`src/logic/drum_pkg.sv`:
```
package drum_pkg;

	// node displacement, rho and bus data share one format
	typedef logic signed [17:0] sample_t;

	// row * grid_side + column
	typedef logic [3:0] node_t;

	// 0 to 2, one of the three grid levels
	typedef logic [1:0] level_t;

	// {right, left, up, down}, set where the neighbor exists
	typedef logic [3:0] edge_mask_t;

	localparam int grid_side = 4; // nodes per row
	localparam int node_count = 16;

	// rho is a fraction with this many bits below the point
	localparam int frac_bits = 17;

	// bus addresses above the grid window
	localparam int addr_rho = 16;
	localparam int addr_control = 17;

	// cycles from issue to write-back
	localparam int pipe_depth = 3;

endpackage

```
`src/logic/drum_patch.sv`:
```
`timescale 1ns/1ps

module drum_patch #(
	parameter int count_width = 16 // completed step counter
) (
	input logic clock,
	input logic reset,
	input logic cyc,
	input logic stb,
	input logic we,
	input logic [4:0] adr,
	input drum_pkg::sample_t dat_w,
	output drum_pkg::sample_t dat_r,
	output logic ack
);

	logic start;
	logic busy;
	logic rotate;
	drum_pkg::sample_t rho;

	logic host_write;
	drum_pkg::node_t host_index;
	drum_pkg::sample_t host_data;
	drum_pkg::sample_t host_read_data;

	logic issue_valid;
	drum_pkg::node_t issue_index;
	drum_pkg::edge_mask_t issue_edges;

	logic operand_valid;
	drum_pkg::node_t operand_index;
	drum_pkg::sample_t u_center, u_previous;
	drum_pkg::sample_t u_right, u_left, u_up, u_down;

	logic result_valid;
	drum_pkg::node_t result_index;
	drum_pkg::sample_t result_data;

	wb_host_port #(
		.count_width(count_width)
	) host_port_i (
		.clock(clock),
		.reset(reset),
		.cyc(cyc),
		.stb(stb),
		.we(we),
		.adr(adr),
		.dat_w(dat_w),
		.busy(busy),
		.rotate(rotate),
		.host_read_data(host_read_data),
		.dat_r(dat_r),
		.ack(ack),
		.start(start),
		.host_write(host_write),
		.host_index(host_index),
		.host_data(host_data),
		.rho(rho)
	);

	// decode: walks the nodes of one step
	node_sequencer sequencer_i (
		.clock(clock),
		.reset(reset),
		.start(start),
		.busy(busy),
		.issue_valid(issue_valid),
		.issue_index(issue_index),
		.issue_edges(issue_edges),
		.rotate(rotate)
	);

	// execute: shared node datapath
	node_update update_i (
		.clock(clock),
		.reset(reset),
		.operand_valid(operand_valid),
		.operand_index(operand_index),
		.u_center(u_center),
		.u_previous(u_previous),
		.u_right(u_right),
		.u_left(u_left),
		.u_up(u_up),
		.u_down(u_down),
		.rho(rho),
		.result_valid(result_valid),
		.result_index(result_index),
		.result_data(result_data)
	);

	// result: three rotating grid levels
	level_store store_i (
		.clock(clock),
		.reset(reset),
		.host_write(host_write),
		.host_index(host_index),
		.host_data(host_data),
		.issue_valid(issue_valid),
		.issue_index(issue_index),
		.issue_edges(issue_edges),
		.rotate(rotate),
		.result_valid(result_valid),
		.result_index(result_index),
		.result_data(result_data),
		.host_read_data(host_read_data),
		.operand_valid(operand_valid),
		.operand_index(operand_index),
		.u_center(u_center),
		.u_previous(u_previous),
		.u_right(u_right),
		.u_left(u_left),
		.u_up(u_up),
		.u_down(u_down)
	);

endmodule

```
`src/logic/level_store.sv`:
```
`timescale 1ns/1ps

module level_store (
	input logic clock,
	input logic reset,
	input logic host_write,
	input drum_pkg::node_t host_index,
	input drum_pkg::sample_t host_data,
	input logic issue_valid,
	input drum_pkg::node_t issue_index,
	input drum_pkg::edge_mask_t issue_edges,
	input logic rotate,
	input logic result_valid,
	input drum_pkg::node_t result_index,
	input drum_pkg::sample_t result_data,
	output drum_pkg::sample_t host_read_data,
	output logic operand_valid,
	output drum_pkg::node_t operand_index,
	output drum_pkg::sample_t u_center,
	output drum_pkg::sample_t u_previous,
	output drum_pkg::sample_t u_right,
	output drum_pkg::sample_t u_left,
	output drum_pkg::sample_t u_up,
	output drum_pkg::sample_t u_down
);

	drum_pkg::sample_t grid [3][drum_pkg::node_count];

	drum_pkg::level_t level_ptr; // array holding the current level
	drum_pkg::level_t cur_level, prev_level, next_level;
	drum_pkg::node_t right_index, left_index, up_index, down_index;

	// roles advance by one array per step, nothing is copied
	always_comb begin
		cur_level = level_ptr;
		next_level = (level_ptr == 2'd2) ? 2'd0 : level_ptr + 2'd1;
		prev_level = (level_ptr == 2'd0) ? 2'd2 : level_ptr - 2'd1;
	end

	// wrapped indices are never used, the edge mask drops them
	assign right_index = issue_index + drum_pkg::node_t'(1);
	assign left_index = issue_index - drum_pkg::node_t'(1);
	assign up_index = issue_index - drum_pkg::node_t'(drum_pkg::grid_side);
	assign down_index = issue_index + drum_pkg::node_t'(drum_pkg::grid_side);

	assign host_read_data = grid[cur_level][host_index];

	always_ff @(posedge clock) begin
		if (!reset)
			level_ptr <= '0;
		else if (rotate)
			level_ptr <= next_level; // next becomes current
	end

	always_ff @(posedge clock) begin
		if (host_write) begin
			grid[cur_level][host_index] <= host_data;
			grid[prev_level][host_index] <= '0; // membrane starts at rest
		end
		if (result_valid)
			grid[next_level][result_index] <= result_data;
	end

	always_ff @(posedge clock) begin
		if (!reset)
			operand_valid <= 1'b0;
		else
			operand_valid <= issue_valid;
	end

	always_ff @(posedge clock) begin
		operand_index <= issue_index;
		u_center <= grid[cur_level][issue_index];
		u_previous <= grid[prev_level][issue_index];
		u_right <= issue_edges[3] ? grid[cur_level][right_index] : '0;
		u_left <= issue_edges[2] ? grid[cur_level][left_index] : '0;
		u_up <= issue_edges[1] ? grid[cur_level][up_index] : '0;
		u_down <= issue_edges[0] ? grid[cur_level][down_index] : '0;
	end

endmodule

```
`src/logic/node_sequencer.sv`:
```
`timescale 1ns/1ps

module node_sequencer (
	input logic clock,
	input logic reset,
	input logic start,
	output logic busy,
	output logic issue_valid,
	output drum_pkg::node_t issue_index,
	output drum_pkg::edge_mask_t issue_edges,
	output logic rotate
);

	// sixteen issue cycles, then the pipeline drains
	localparam int last_count = drum_pkg::node_count + drum_pkg::pipe_depth - 1;

	logic [4:0] count;
	logic [1:0] row, col;

	always_ff @(posedge clock) begin
		if (!reset) begin
			busy <= 1'b0;
			count <= '0;
		end else if (start) begin
			busy <= 1'b1;
			count <= '0;
		end else if (busy) begin
			if (count == 5'(last_count))
				busy <= 1'b0; // drain done
			count <= count + 1'b1;
		end
	end

	assign issue_valid = busy && (count < 5'(drum_pkg::node_count));
	assign issue_index = count[3:0];

	assign row = issue_index[3:2];
	assign col = issue_index[1:0];

	// clamped rim: missing neighbors are masked off
	always_comb begin
		issue_edges[3] = col != 2'(drum_pkg::grid_side - 1); // right
		issue_edges[2] = col != 2'd0; // left
		issue_edges[1] = row != 2'd0; // up
		issue_edges[0] = row != 2'(drum_pkg::grid_side - 1); // down
	end

	// last write-back and the level swap share this cycle
	assign rotate = busy && (count == 5'(last_count));

endmodule

```
`src/logic/node_update.sv`:
```
`timescale 1ns/1ps

module node_update (
	input logic clock,
	input logic reset,
	input logic operand_valid,
	input drum_pkg::node_t operand_index,
	input drum_pkg::sample_t u_center,
	input drum_pkg::sample_t u_previous,
	input drum_pkg::sample_t u_right,
	input drum_pkg::sample_t u_left,
	input drum_pkg::sample_t u_up,
	input drum_pkg::sample_t u_down,
	input drum_pkg::sample_t rho,
	output logic result_valid,
	output drum_pkg::node_t result_index,
	output drum_pkg::sample_t result_data
);

	localparam int sample_width = $bits(drum_pkg::sample_t);
	localparam int lap_width = sample_width + 3; // four neighbors minus 4x center
	localparam int prod_width = sample_width + lap_width;

	logic signed [lap_width-1:0] laplacian;
	logic signed [prod_width-1:0] product, product_q;
	logic signed [sample_width+1:0] base, base_q; // 2*center - previous
	logic signed [prod_width-1:0] sum;
	logic stage_valid;
	drum_pkg::node_t stage_index;

	always_comb begin
		laplacian = u_right + u_left + u_up + u_down - (u_center <<< 2);
		product = rho * laplacian; // full width, no rounding
		base = (u_center <<< 1) - u_previous;
	end

	assign sum = (product_q >>> drum_pkg::frac_bits) + base_q;

	always_ff @(posedge clock) begin
		if (!reset) begin
			stage_valid <= 1'b0;
			result_valid <= 1'b0;
		end else begin
			stage_valid <= operand_valid;
			result_valid <= stage_valid;
		end
	end

	always_ff @(posedge clock) begin
		product_q <= product;
		base_q <= base;
		stage_index <= operand_index;
		result_index <= stage_index;
		result_data <= sum[sample_width-1:0]; // wraps to 18 bits
	end

endmodule

```
`src/logic/wb_host_port.sv`:
```
`timescale 1ns/1ps

module wb_host_port #(
	parameter int count_width = 16
) (
	input logic clock,
	input logic reset,
	input logic cyc,
	input logic stb,
	input logic we,
	input logic [4:0] adr,
	input drum_pkg::sample_t dat_w,
	input logic busy,
	input logic rotate,
	input drum_pkg::sample_t host_read_data,
	output drum_pkg::sample_t dat_r,
	output logic ack,
	output logic start,
	output logic host_write,
	output drum_pkg::node_t host_index,
	output drum_pkg::sample_t host_data,
	output drum_pkg::sample_t rho
);

	logic accept;
	logic is_grid, is_rho, is_control;
	logic [count_width-1:0] step_count;
	drum_pkg::sample_t read_data;

	// one access per ack, held off while a step runs
	assign accept = cyc && stb && !ack && !busy;

	assign is_grid = adr < 5'(drum_pkg::node_count);
	assign is_rho = adr == 5'(drum_pkg::addr_rho);
	assign is_control = adr == 5'(drum_pkg::addr_control);

	// grid writes land on the same edge as ack
	assign host_write = accept && we && is_grid;
	assign host_index = adr[3:0];
	assign host_data = dat_w;

	always_comb begin
		if (is_grid)
			read_data = host_read_data;
		else if (is_rho)
			read_data = rho;
		else if (is_control)
			read_data = drum_pkg::sample_t'(step_count); // zero-extended
		else
			read_data = '0; // unmapped
	end

	always_ff @(posedge clock) begin
		if (!reset) begin
			ack <= 1'b0;
			start <= 1'b0;
			rho <= '0;
			step_count <= '0;
		end else begin
			ack <= accept;
			start <= accept && we && is_control;
			if (accept && we && is_rho)
				rho <= dat_w;
			if (rotate)
				step_count <= step_count + 1'b1; // one per finished step
		end
	end

	always_ff @(posedge clock) begin
		if (accept)
			dat_r <= read_data;
	end

endmodule

```
`config.mk`:
```
export PLATFORM = sky130hd
export DESIGN_NAME = drum_patch
export DESIGN_NICKNAME = d
export VERILOG_FILES = /design/src/logic/drum_pkg.sv /design/src/logic/drum_patch.sv /design/src/logic/level_store.sv /design/src/logic/node_sequencer.sv /design/src/logic/node_update.sv /design/src/logic/wb_host_port.sv
export SDC_FILE = /design/constraint.sdc
export NUM_CORES = 2
export LEC_CHECK = 0
export BUFFER_PORTS_ARGS = -buffer_cell sky130_fd_sc_hd__buf_2
export CORE_ASPECT_RATIO = 1.25
export CORE_MARGIN = 10
export CORE_UTILIZATION = 60
export DETAILED_ROUTE_END_ITERATION = 10
export PLACE_DENSITY_LB_ADDON = 0.15
export SETUP_SLACK_MARGIN = 0.1
export SLEW_MARGIN = 20
export SYNTH_ARGS = -nofsm -noshare
export SYNTH_HDL_FRONTEND = slang
export SYNTH_SLANG_ARGS = --single-unit
```
`constraint.sdc`:
```
create_clock -name clock -period 11.77 [get_ports clock]
set_input_delay 2.9425 -clock clock [delete_from_list [all_inputs] [get_ports clock]]
set_output_delay 2.9425 -clock clock [all_outputs]
set_load 0.1 [all_outputs]
```
==> impl_metrics.toml <==
[status]
status = "complete, no violations"

[worst_setup_path]
critPathCaptureType = "register"
startpoint_type = "register"
path_class = "reg2reg"
crit_slowest_cell = "fa_1"
slowest_delay_ns = 0.57
regToRegSetupSlack_ns = 0.68
worstPathRequired_ns = 12.49
worst_ep_arrival_time_ns = 11.81
cp_max_fo = 7
crit_path_frequent_cell = "fa_1"

[clock_tree]
cts_buffers = 114
clockBufferDepth = 3
cts_tree = "yes"
cts_htree_levels = 3
clockRootBuffer = "clkbuf_16"
cts_hold_buf = 0
clk-insertion-delay-late_ns = 0.82
clkSinkCount = 1105
clk_pin_slew_ns = 0.06

[timing]
slew_headroom_pct = 8.98
fmax_ghz = 0.0901
fin_ws_ns = 0.676
period_needed_ns = 11.09
fin_crit_sh_pct = 94.3
setup_violations = 0
worst_slew_pin_slew_ns = 1.35
hold_viol_final = 0
rsz0062_at_grt = "false"
slew_viol_final = 0
clock_skew_ns = 0.0466
fin_tns_setup_ns = 0

[placed_design]
io_buffers = 46
globalplace.congestion = 1.09
dpl_worst_slack_ns = 0.166
place_area_sq_mm = 0.0823
place_hpwl_microns = 235000

[synthesis]
synth_top_family_by_area = "multiplexers"
synthFlopType = "edfxtp_1"
ys_ff_latch = 1105
ys_seq_area_share_pct = 38.4
synthesis.nets = 7816
synthXorXnorAreaFrac_pct = 1.34
synthSimpleGateAreaFrac_pct = 7.81
synth_compound_gate_area_share_pct = 15.9
synthMuxAreaShare_pct = 18.6
yosys.area_share.adder_pct = 12.1
ys_async_sr_fraction_pct = 0
ys_warn_count = 0
avgSynthCellArea_sq_um = 11.1
yosysUniqueCellTypes = 71
synth_edf_count = 882
syn_inst = 7237
syn-cell-area_sq_mm = 0.0806

[drt]
drt_wl_total_microns = 338000
routedWlPerCell_microns = 38.6
routed_via_density = 7.45
drc_errors = 0
drt-pass1-iter-count = 7
drt-initial-drc-count = 10800
ant_nets = 0
num_vias = 65300

[floorplan]
fp.dieW_microns = 348
rows = 150
io_pins = 47
die_h_microns = 430
start_util_pct = 60.3
dieArea_sq_mm = 0.149
core-area_sq_mm = 0.134

[final_layout]
drive_gt1_share_pct = 14.1
n_fill_cell = 10500
final_common_cell = "edfxtp_1"
top_register = "store_i.grid"
stdcell_area_sq_mm = 0.0863
largest_reg_flops = 864
synthToLayoutAreaGrowth_pct = 7.10
fin_nets = 7490
final_cell_mix = "edfxtp_1 (882), a22o_1 (864), mux2i_1 (593)"

[global_route]
grt_pass1_vias = 63100
antenna_found_initial = 12
grt_max_degree = 188
grt_first_pass_wirelength_microns = 472000
grt_overflow = 0
grt_use_total_pct = 44.3

[power]
power_density_mw_per_mm2 = 100
p_comb_share_pct = 6.4
p_leak_nw = 35.0
switching_power_mw = 2.11
intPower_mw = 6.56
swShare_pct = 24.3
sequentialPowerShare_pct = 49.0
ir_worst_vdd_v = 0.000135
pwr-share-clk_pct = 44.6

[worst_hold_path]
hold_path_class = "reg2reg"

[job]
drv_cap = 0
==> routing by layer <==
layer | vias to the layer above | GRT usage (%) | wire length [microns]
li1 | 25900 | - | -
met2 | 5440 | 67.3 | 149000
met1 | 32600 | 53.0 | 110000
met4 | 8 | 33.6 | 32800
met3 | 1280 | 13.2 | 45700
met5 | - | 0.130 | 52
==> cells in the mapped netlist, types with 36 or more instances <==
| cell | instances | area share, % |
|---|---|---|
| dfxtp_1 | 223 | 5.5 |
| edfxtp_1 | 882 | 33 |
| nand2_1 | 447 | 2.1 |
| inv_1 | 511 | 2.4 |
| mux2_2 | 59 | 0.82 |
| a21oi_1 | 441 | 2.7 |
| a22o_1 | 864 | 9.4 |
| mux4_2 | 372 | 10 |
| xnor2_1 | 91 | 0.99 |
| buf_2 | 56 | 0.35 |
| clkbuf_1 | 586 | 2.7 |
| a21o_1 | 45 | 0.42 |
| ha_1 | 172 | 2.7 |
| nand3_1 | 36 | 0.22 |
| nor2_1 | 557 | 2.6 |
| fa_1 | 379 | 9.4 |
| nor3_1 | 71 | 0.44 |
| and2_1 | 204 | 1.6 |
| mux2i_1 | 593 | 7.4 |
| buf_1 | 79 | 0.37 |
| o21ai_0 | 206 | 1.3 |
==> kinds of logic (layout without fill, tap and decap cells) <==
family | after synthesis | count (layout)
mux | 1024 | 1024
buf+inv | 1237 | 1012
xor+xnor | 120 | 120
compound gates | 1775 | 1775
other cells | 0 | 5
simple gates | 1425 | 1425
fa+ha+maj | 551 | 551
flops | 1105 | 1105
==> per-stage QoR <==
step / total power [mW] / std cells / utilization [%] / hold slack (ns)
final: 8.67 / 8765 / 64.6 / 0.328
after global routing: 8.81 / 8760 / 64.6 / 0.337
after CTS: 8.61 / 8756 / 64.5 / 0.327
after detailed placement: 4.85 / 8539 / 61.6 / 0.317
after global placement: 4.84 / 8539 / 61.6 / 0.310
after floorplan: 4.66 / 7237 / - / 0.310
==> area by class of cell <==
type	instances	area (sq um)	share of cell area (%)
clock buffer	145	3230	3.75
timing repair buffer	279	2070	2.40
tap	1748	2190	2.53
antenna	5	12.5	0.0145
clock inverter	72	684	0.793
sequential	1105	31000	35.9
inverter	516	1950	2.26
multi-input combinational	4895	45200	52.3
==> power by group through the flow <==
stage / Combinational [mW] / Clock (mW) / Sequential, mW
finish: 0.553 / 3.87 / 4.25
global route: 0.563 / 4.00 / 4.25
CTS: 0.524 / 3.84 / 4.25
detailed placement: 0.522 / 0 / 4.33
global placement: 0.514 / 0 / 4.33
floorplan: 0.321 / 0 / 4.34
==> repair_timing <==
item / in CTS / in global routing
setup buffers: 0 / 4
resized for setup: 0 / 16
setup endpoints to repair: 0 / 8
==> critical path, delay by kind of cell (launching register included) <==
family	cells	cell delay [ns]
buffers and inverters	9	0.69
and+or+nand+nor	8	1.32
AOI/OAI and AO/OA	17	3.14
DFF	1	0.31
adders and majority gates	12	5.11
xor gates and xnor gates	2	0.40
==> worst paths after layout <==
kind / start / endpoint / depth (start not counted)
hold / removal: store_i.operand_index[0] / update_i.stage_index[0] / 0
setup / recovery: store_i.u_up[1] / update_i.product_q[33] / 48
hold reg to reg: store_i.operand_index[0] / update_i.stage_index[0] / 0
setup reg to reg: store_i.u_up[1] / update_i.product_q[33] / 48
Power figures use the tool's default switching activity.
